[config.mk]
export PLATFORM = sky130hd
export DESIGN_NAME = spi_wb_top
export DESIGN_NICKNAME = d
export VERILOG_FILES = /design/src/hdl/spi_wb_pkg.sv /design/src/hdl/spi_wb_bridge.sv /design/src/hdl/spi_wb_top.sv /design/src/hdl/sys_block.sv /design/src/hdl/wb_scratch_ram.sv /design/src/hdl/wbs_decoder.sv
export SDC_FILE = /design/constraint.sdc
export NUM_CORES = 2
export LEC_CHECK = 0
export BUFFER_PORTS_ARGS = -buffer_cell sky130_fd_sc_hd__buf_4
export CAP_MARGIN = 20
export CORE_AREA = 8 8 393 395
export DETAILED_ROUTE_END_ITERATION = 16
export DIE_AREA = 0 0 401 403
export HOLD_SLACK_MARGIN = 0.15
export PLACE_DENSITY = 0.76
export SLEW_MARGIN = 0
export SYNTH_ARGS = -nofsm -noshare
export SYNTH_HDL_FRONTEND = slang
export SYNTH_SLANG_ARGS = --single-unit
[constraint.sdc]
create_clock -name sys_clk -period 4.95 [get_ports sys_clk]
set_input_delay 0.495 -clock sys_clk [delete_from_list [all_inputs] [get_ports sys_clk]]
set_output_delay 0.495 -clock sys_clk [all_outputs]
set_load 0.05 [all_outputs]
[src/hdl/spi_wb_pkg.sv]
package spi_wb_pkg;

  // ****************************************
  // Widths
  // ****************************************
  typedef logic [15:0] addr_t;
  typedef logic [31:0] data_t;
  typedef logic [7:0]  opcode_t;
  typedef logic [6:0]  bitcnt_t;

  localparam opcode_t OP_WRITE = 8'h01;
  localparam opcode_t OP_READ  = 8'h02;

  // Bit counter values seen on the rising sclk edge that carries the bit.
  localparam bitcnt_t OPC_LAST_BIT = 7'd7;
  localparam bitcnt_t ADR_LAST_BIT = 7'd23;
  localparam bitcnt_t WR_LAST_BIT  = 7'd55;
  localparam bitcnt_t RD_FIRST_BIT = 7'd32;

  // ****************************************
  // Address map
  // ****************************************
  localparam addr_t SYS_BASE = 16'h0000;
  localparam addr_t SYS_HIGH = 16'h00FF;
  localparam addr_t RAM_BASE = 16'h1000;
  localparam addr_t RAM_HIGH = 16'h10FF;

  localparam logic [7:0] REG_ID      = 8'h00;
  localparam logic [7:0] REG_REV     = 8'h04;
  localparam logic [7:0] REG_SCRATCH = 8'h08;
  localparam logic [7:0] REG_DEBUG   = 8'h0C;

  localparam data_t       BOARD_ID = 32'd12;
  localparam logic [15:0] REV_MAJ  = 16'd1;
  localparam logic [15:0] REV_MIN  = 16'd0;
  localparam data_t       ERR_WORD = 32'hBAD0_BAD0;

  localparam int RAM_WORDS = 64;
  localparam int RAM_AW    = $clog2(RAM_WORDS);

  typedef struct packed {
    logic  cyc;
    logic  stb;
    logic  we;
    addr_t adr;
    data_t dat;
  } wb_req_t;

  typedef struct packed {
    logic  ack;
    logic  err;
    data_t dat;
  } wb_rsp_t;

endpackage

[src/hdl/spi_wb_bridge.sv]
`timescale 1ns/100ps

module spi_wb_bridge (
  input  logic                sys_clk,
  input  logic                reset_i,
  input  logic                cs_n_i,
  input  logic                sclk_i,
  input  logic                mosi_i,
  output logic                miso_o,
  output spi_wb_pkg::wb_req_t req_o,
  input  spi_wb_pkg::wb_rsp_t rsp_i,
  output logic                cmd_stb_o
);

  typedef enum logic [1:0] {IDLE, SHIFT_IN, BUS, SHIFT_OUT} state_t;

  state_t              state;
  logic [1:0]          cs_sync;
  logic [1:0]          sclk_sync;
  logic [1:0]          mosi_sync;
  logic                sclk_prev;
  logic                sclk_rise;
  logic                sclk_fall;
  logic                cs_n_s;
  logic                mosi_s;
  spi_wb_pkg::bitcnt_t bit_cnt;
  spi_wb_pkg::data_t   shift_in;
  spi_wb_pkg::data_t   rx_word;
  spi_wb_pkg::data_t   shift_out;
  spi_wb_pkg::opcode_t opcode_q;
  spi_wb_pkg::wb_req_t req_q;
  logic                cmd_stb_q;
  logic                miso_q;

  // ****************************************
  // Pin synchronizers and sclk edges
  // ****************************************
  always_ff @(posedge sys_clk) begin
    if (reset_i) begin
      cs_sync   <= 2'b11;
      sclk_sync <= 2'b00;
      sclk_prev <= 1'b0;
    end else begin
      cs_sync   <= {cs_sync[0], cs_n_i};
      sclk_sync <= {sclk_sync[0], sclk_i};
      sclk_prev <= sclk_sync[1];
    end
  end

  always_ff @(posedge sys_clk) begin
    mosi_sync <= {mosi_sync[0], mosi_i};
  end

  assign cs_n_s    = cs_sync[1];
  assign mosi_s    = mosi_sync[1];
  assign sclk_rise = sclk_sync[1] & ~sclk_prev;
  assign sclk_fall = ~sclk_sync[1] & sclk_prev;

  // The word as it stands once the current mosi bit is shifted in.
  assign rx_word = {shift_in[30:0], mosi_s};

  always_ff @(posedge sys_clk) begin
    if (reset_i) begin
      bit_cnt <= '0;
    end else if (state == IDLE) begin
      bit_cnt <= '0;
    end else if (sclk_rise && bit_cnt != '1) begin
      bit_cnt <= bit_cnt + 1'b1;
    end
  end

  always_ff @(posedge sys_clk) begin
    if (sclk_rise) begin
      shift_in <= rx_word;
      if (bit_cnt == spi_wb_pkg::OPC_LAST_BIT) begin
        opcode_q <= rx_word[7:0];
      end
    end
  end

  // ****************************************
  // Frame control and bus master
  // ****************************************
  always_ff @(posedge sys_clk) begin
    if (reset_i) begin
      state     <= IDLE;
      req_q.cyc <= 1'b0;
      req_q.stb <= 1'b0;
      req_q.we  <= 1'b0;
      cmd_stb_q <= 1'b0;
      miso_q    <= 1'b0;
    end else begin
      cmd_stb_q <= 1'b0;
      case (state)
        IDLE: begin
          miso_q <= 1'b0;
          if (!cs_n_s) begin
            state <= SHIFT_IN;
          end
        end
        SHIFT_IN: begin
          if (sclk_rise && bit_cnt == spi_wb_pkg::ADR_LAST_BIT) begin
            req_q.adr <= rx_word[15:0];
          end
          // A bit that arrives with cs_n rising still completes the frame.
          if (sclk_rise && opcode_q == spi_wb_pkg::OP_WRITE &&
              bit_cnt == spi_wb_pkg::WR_LAST_BIT) begin
            req_q.cyc <= 1'b1;
            req_q.stb <= 1'b1;
            req_q.we  <= 1'b1;
            req_q.dat <= rx_word;
            state     <= BUS;
          end else if (sclk_rise && opcode_q == spi_wb_pkg::OP_READ &&
                       bit_cnt == spi_wb_pkg::ADR_LAST_BIT) begin
            req_q.cyc <= 1'b1;
            req_q.stb <= 1'b1;
            req_q.we  <= 1'b0;
            state     <= BUS;
          end else if (cs_n_s) begin
            state <= IDLE;
          end
        end
        BUS: begin
          if (rsp_i.ack || rsp_i.err) begin
            req_q.cyc <= 1'b0;
            req_q.stb <= 1'b0;
            cmd_stb_q <= 1'b1;
            shift_out <= rsp_i.err ? spi_wb_pkg::ERR_WORD : rsp_i.dat;
            state     <= req_q.we ? SHIFT_IN : SHIFT_OUT;
          end
        end
        SHIFT_OUT: begin
          if (cs_n_s) begin
            state <= IDLE;
          end else if (sclk_fall && bit_cnt >= spi_wb_pkg::RD_FIRST_BIT) begin
            miso_q    <= shift_out[31];
            shift_out <= {shift_out[30:0], 1'b0};
          end
        end
        default: state <= IDLE;
      endcase
    end
  end

  assign req_o     = req_q;
  assign cmd_stb_o = cmd_stb_q;
  assign miso_o    = miso_q;

endmodule

[src/hdl/spi_wb_top.sv]
`timescale 1ns/100ps

module spi_wb_top (
  input  logic              sys_clk,
  input  logic              reset_i,
  input  logic              cs_n_i,
  input  logic              sclk_i,
  input  logic              mosi_i,
  output logic              miso_o,
  output logic              cmd_stb_o,
  output spi_wb_pkg::data_t debug_o
);

  spi_wb_pkg::wb_req_t bus_req;
  spi_wb_pkg::wb_rsp_t bus_rsp;
  spi_wb_pkg::wb_req_t sys_req;
  spi_wb_pkg::wb_rsp_t sys_rsp;
  spi_wb_pkg::wb_req_t ram_req;
  spi_wb_pkg::wb_rsp_t ram_rsp;

  spi_wb_bridge u_bridge (
    .sys_clk   (sys_clk),
    .reset_i   (reset_i),
    .cs_n_i    (cs_n_i),
    .sclk_i    (sclk_i),
    .mosi_i    (mosi_i),
    .miso_o    (miso_o),
    .req_o     (bus_req),
    .rsp_i     (bus_rsp),
    .cmd_stb_o (cmd_stb_o)
  );

  // ****************************************
  // Bus decode and slaves
  // ****************************************
  wbs_decoder u_decoder (
    .sys_clk   (sys_clk),
    .reset_i   (reset_i),
    .req_i     (bus_req),
    .rsp_o     (bus_rsp),
    .sys_req_o (sys_req),
    .sys_rsp_i (sys_rsp),
    .ram_req_o (ram_req),
    .ram_rsp_i (ram_rsp)
  );

  sys_block u_sys_block (
    .sys_clk (sys_clk),
    .reset_i (reset_i),
    .req_i   (sys_req),
    .rsp_o   (sys_rsp),
    .debug_o (debug_o)
  );

  wb_scratch_ram u_ram (
    .sys_clk (sys_clk),
    .reset_i (reset_i),
    .req_i   (ram_req),
    .rsp_o   (ram_rsp)
  );

endmodule

[src/hdl/sys_block.sv]
`timescale 1ns/100ps

module sys_block (
  input  logic                sys_clk,
  input  logic                reset_i,
  input  spi_wb_pkg::wb_req_t req_i,
  output spi_wb_pkg::wb_rsp_t rsp_o,
  output spi_wb_pkg::data_t   debug_o
);

  logic              ack_q;
  logic              access;
  logic [7:0]        offset;
  spi_wb_pkg::data_t rd_q;
  spi_wb_pkg::data_t scratch_q;
  spi_wb_pkg::data_t debug_q;

  assign access = req_i.cyc & req_i.stb & ~ack_q;
  assign offset = req_i.adr[7:0];

  always_ff @(posedge sys_clk) begin
    if (reset_i) begin
      ack_q     <= 1'b0;
      scratch_q <= '0;
      debug_q   <= '0;
    end else begin
      ack_q <= access;
      // Writes to ID, revision or unused offsets are simply dropped.
      if (access && req_i.we) begin
        if (offset == spi_wb_pkg::REG_SCRATCH) begin
          scratch_q <= req_i.dat;
        end
        if (offset == spi_wb_pkg::REG_DEBUG) begin
          debug_q <= req_i.dat;
        end
      end
    end
  end

  always_ff @(posedge sys_clk) begin
    if (access) begin
      case (offset)
        spi_wb_pkg::REG_ID:      rd_q <= spi_wb_pkg::BOARD_ID;
        spi_wb_pkg::REG_REV:     rd_q <= {spi_wb_pkg::REV_MAJ, spi_wb_pkg::REV_MIN};
        spi_wb_pkg::REG_SCRATCH: rd_q <= scratch_q;
        spi_wb_pkg::REG_DEBUG:   rd_q <= debug_q;
        default:                 rd_q <= '0;
      endcase
    end
  end

  assign rsp_o   = '{ack: ack_q, err: 1'b0, dat: rd_q};
  assign debug_o = debug_q;

endmodule

[src/hdl/wb_scratch_ram.sv]
`timescale 1ns/100ps

module wb_scratch_ram (
  input  logic                sys_clk,
  input  logic                reset_i,
  input  spi_wb_pkg::wb_req_t req_i,
  output spi_wb_pkg::wb_rsp_t rsp_o
);

  spi_wb_pkg::data_t            mem [spi_wb_pkg::RAM_WORDS];
  spi_wb_pkg::data_t            rd_q;
  logic [spi_wb_pkg::RAM_AW-1:0] widx;
  logic                         ack_q;
  logic                         access;

  // The two low address bits select a byte within the word and are ignored.
  assign widx   = req_i.adr[spi_wb_pkg::RAM_AW+1:2];
  assign access = req_i.cyc & req_i.stb & ~ack_q;

  always_ff @(posedge sys_clk) begin
    if (reset_i) begin
      ack_q <= 1'b0;
    end else begin
      ack_q <= access;
    end
  end

  always_ff @(posedge sys_clk) begin
    if (access) begin
      if (req_i.we) begin
        mem[widx] <= req_i.dat;
      end
      rd_q <= mem[widx];
    end
  end

  assign rsp_o = '{ack: ack_q, err: 1'b0, dat: rd_q};

endmodule

[src/hdl/wbs_decoder.sv]
`timescale 1ns/100ps

module wbs_decoder (
  input  logic                sys_clk,
  input  logic                reset_i,
  input  spi_wb_pkg::wb_req_t req_i,
  output spi_wb_pkg::wb_rsp_t rsp_o,
  output spi_wb_pkg::wb_req_t sys_req_o,
  input  spi_wb_pkg::wb_rsp_t sys_rsp_i,
  output spi_wb_pkg::wb_req_t ram_req_o,
  input  spi_wb_pkg::wb_rsp_t ram_rsp_i
);

  logic sys_hit;
  logic ram_hit;
  logic err_q;

  function automatic logic in_range(spi_wb_pkg::addr_t adr, spi_wb_pkg::addr_t base,
                                    spi_wb_pkg::addr_t high);
    return (adr >= base) && (adr <= high);
  endfunction

  assign sys_hit = in_range(req_i.adr, spi_wb_pkg::SYS_BASE, spi_wb_pkg::SYS_HIGH);
  assign ram_hit = in_range(req_i.adr, spi_wb_pkg::RAM_BASE, spi_wb_pkg::RAM_HIGH);

  // Only the addressed slave sees cyc and stb.
  always_comb begin
    sys_req_o     = req_i;
    sys_req_o.cyc = req_i.cyc & sys_hit;
    sys_req_o.stb = req_i.stb & sys_hit;
    ram_req_o     = req_i;
    ram_req_o.cyc = req_i.cyc & ram_hit;
    ram_req_o.stb = req_i.stb & ram_hit;
  end

  // An unmapped address is answered with a single error pulse.
  always_ff @(posedge sys_clk) begin
    if (reset_i) begin
      err_q <= 1'b0;
    end else begin
      err_q <= req_i.cyc & req_i.stb & ~sys_hit & ~ram_hit & ~err_q;
    end
  end

  always_comb begin
    if (sys_hit) begin
      rsp_o = sys_rsp_i;
    end else if (ram_hit) begin
      rsp_o = ram_rsp_i;
    end else begin
      rsp_o = '{ack: 1'b0, err: err_q, dat: '0};
    end
  end

endmodule

==> out/metrics.cfg <==
[yosys]
yosys-top-cells-area=edfxtp_1, mux4_2, mux2i_1, dfxtp_1, nor2_1
avgSynthCellArea_um2=21.4
syn_inst=4124
ys_ff_latch=2318
synth-seq-area-share=0.777
ys.flop_type=edfxtp_1
synth_cell_types=71
yosys_warnings=0
synth_top_area_frac=0.758
synthTopCellsByCount=edfxtp_1, mux4_2, mux2i_1, nor2_1, nand2_1
synth-edff-count=2231
synth_nets=4135
synth_area_leader_cell=edfxtp_1
synth_most_common_cell=edfxtp_1
synthesis.area_um2=88400
synth-async-reset-ratio=0

[outcome]
status=finished clean

[setup_path]
path_cells=nor4_2, nand2_1, nor4_1, buf_4, nand2_1, buf_4, nor2_4, buf_4
cp_top_family=simple AND/OR/NAND/NOR gates
path_buf_inv=3
worstPathArrival_ns=4.27
crit_top_cell=buf_4
cpPeakStageDelay_ns=0.59
end_kind=register
critPathRequiredTime_ns=5.41
cp-start-kind=register
slowest_stage=nand2_1
path_class=reg -> reg
crit_fanout=30

[placed_design]
gp_congestion=0.951
dp.cells=6118
place_ws_ns=1.25
port_buffers=38
dp_hpwl_um=135000

[timing]
finalHoldViolCount=0
tightest_slew_ns=1.17
maxClockFrequency_ghz=0.263
fin_crit_ns=3.81
report.final.slew_viol_count=0
fin_worst_skew_ns=0.0563
finalSetupViolCount=0
min_period_over_period=0.769
fin_hold_ws_ns=0.259
rsz0062_at_grt=no
fin_ws_ns=1.14
maxSlewHeadroom=0.221
finalSetupTns_ns=0

[global_routing]
grt_pass1_vias=44665
grt_max_degree=83
grt_pass1_wl_um=331000
grt_busiest_layer=met2
grt_use_met1=0.383
use_met2=0.441
grt_usage=0.287
antenna_found_initial=17
grt_overflow=0
grt_util_met3=0.0827

[finish]
fin_cells=6516
register_area_um2=68700
fillCellCount=8967
multi_input_area_um2=18900
drive_gt1_frac=0.258
final_nets=4406
area_growth_pct=12.4

[floorplanning]
die_x_um=401
dieHeight_um=403
rows=142
core-area_um2=149000
io_pins=39
initial_core_util=0.595
dieArea_um2=162000

[min_path]
hp-class=in -> reg

[detailed_routing]
drc=0
wl_per_cell_um=36.0
initialDrtViolationCount=7465
via_count=45247
first_pass_iters=8
drt-total-wl_um=235000
via_per_inst=6.94
ant_nets=0

[clock_tree]
clk_pin_slew_ns=0.06
post_cts_buffers=0
tritoncts=done
clk_latency_ns=0.86
max-clock-path-buffers=3
numCtsBuffers=212
clock_sinks=2318
htree_levels=4
cts_root_buf=clkbuf_16

[power]
peakVddDrop_uv=414
total_power_uw=37000
power.density_nw_per_um2=373
leakagePower_uw=0.0312

[flow_run]
drv_cap=0

state kept, by name, summed over array words and instances, names as in the netlist, 31 cells and up:
| name | flops |
|---|---|
| u_ram.rd_q | 32 |
| u_bridge.shift_in | 31 |
| u_bridge.req_o | 50 |
| u_sys_block.scratch_q | 32 |
| u_sys_block.debug_o | 32 |
| u_ram.mem | 2048 |
| u_sys_block.rd_q | 32 |
| u_bridge.shift_out | 32 |
worst reg2reg max path, cell delays in order (launching register included):
cell and delay (ns):
edfxtp_1 0.41, nor4_2 0.49, nand2_1 0.35, nor4_1 0.34, buf_4 0.19, nand2_1 0.59
buf_4 0.42, nor2_4 0.13, buf_4 0.48
where the power goes:
part           leakage (uW)  switching (uW)  internal (uW)  total [uW]
Sequential           0.0207            10.3          21200       21200
Combinational       0.00728            42.6           19.7        62.3
Clock               0.00322            7050           8720       15800
Total                0.0312            7100          29900       37000
per-layer routing:
metal / vias up / share of wire
met2: 3492 / 0.46
met4: 8 / 0.055
met5: - / 0.00024
met1: 23466 / 0.35
met3: 557 / 0.13
li1: 17724 / -
per-stage QoR:
step / utilization / area, um2
2_1_floorplan: - / 88400
3_3_place_gp: 0.623 / 92500
3_5_place_dp: 0.624 / 92600
4_1_cts: 0.668 / 99300
5_1_grt: 0.669 / 99300
6_report: 0.669 / 99400
path summary, 6_finish.rpt:
path | end | slack (ns) | cells past startpoint | from
hold reg to reg | u_bridge.mosi_sync[1] | 0.33 | 0 | u_bridge.mosi_sync[0]
setup reg to reg | u_ram.mem[57][17] | 1.14 | 8 | u_bridge.req_o[43]
setup / recovery | u_ram.mem[57][17] | 1.14 | 8 | u_bridge.req_o[43]
hold / removal | u_sys_block.debug_o[30] | 0.26 | 2 | reset_i
kinds of logic after synthesis:
kind of cell	count (synthesis)	synth area share
AOI/OAI and AO/OA	348	0.0261
DFF	2318	0.777
xor gates and xnor gates	5	0.000495
adders and majority gates	6	0.000849
buffers and inverters	243	0.0154
and+or+nand+nor	441	0.0231
muxes	763	0.157
final cells by class:
class / instances / area share
antenna: 6 / 0.000151
clock buffer: 262 / 0.0564
clock inverter: 123 / 0.0101
inverter: 13 / 0.000567
multi-input combinational: 1563 / 0.190
sequential: 2318 / 0.692
tap: 1944 / 0.0245
timing repair buffer: 287 / 0.0268
layout by cell type, fill, tap and decap left out, types with 5 or more instances in the layout:
master	instances
and4_1	5
mux2i_1	240
o31ai_1	19
buf_16	5
nor2b_1	8
or4_1	18
diode_2	6
nor2_4	65
nand2b_1	13
a21oi_1	66
clkinv_2	33
edfxtp_1	2231
a32oi_1	6
nand2_1	110
nand4_1	5
nand3b_1	5
mux2_2	30
o22ai_1	50
clkbuf_1	45
ha_1	5
nand3_1	23
bufinv_16	14
a211oi_1	12
mux4_2	493
clkinvlp_4	5
buf_4	245
buf_12	31
nor2_1	131
nor3_1	14
clkbuf_16	217
nor4_1	7
a22oi_1	96
inv_1	11
o21ai_0	51
or2_2	5
dfxtp_1	87
clkinv_1	59
repair_timing:
item	4_1_cts	5_1_grt
setup endpoints to repair	0	0
hold buffers	3	0
resized for setup	0	0
endpoints found under the hold margin	3	0
Power figures use the tool's default switching activity.
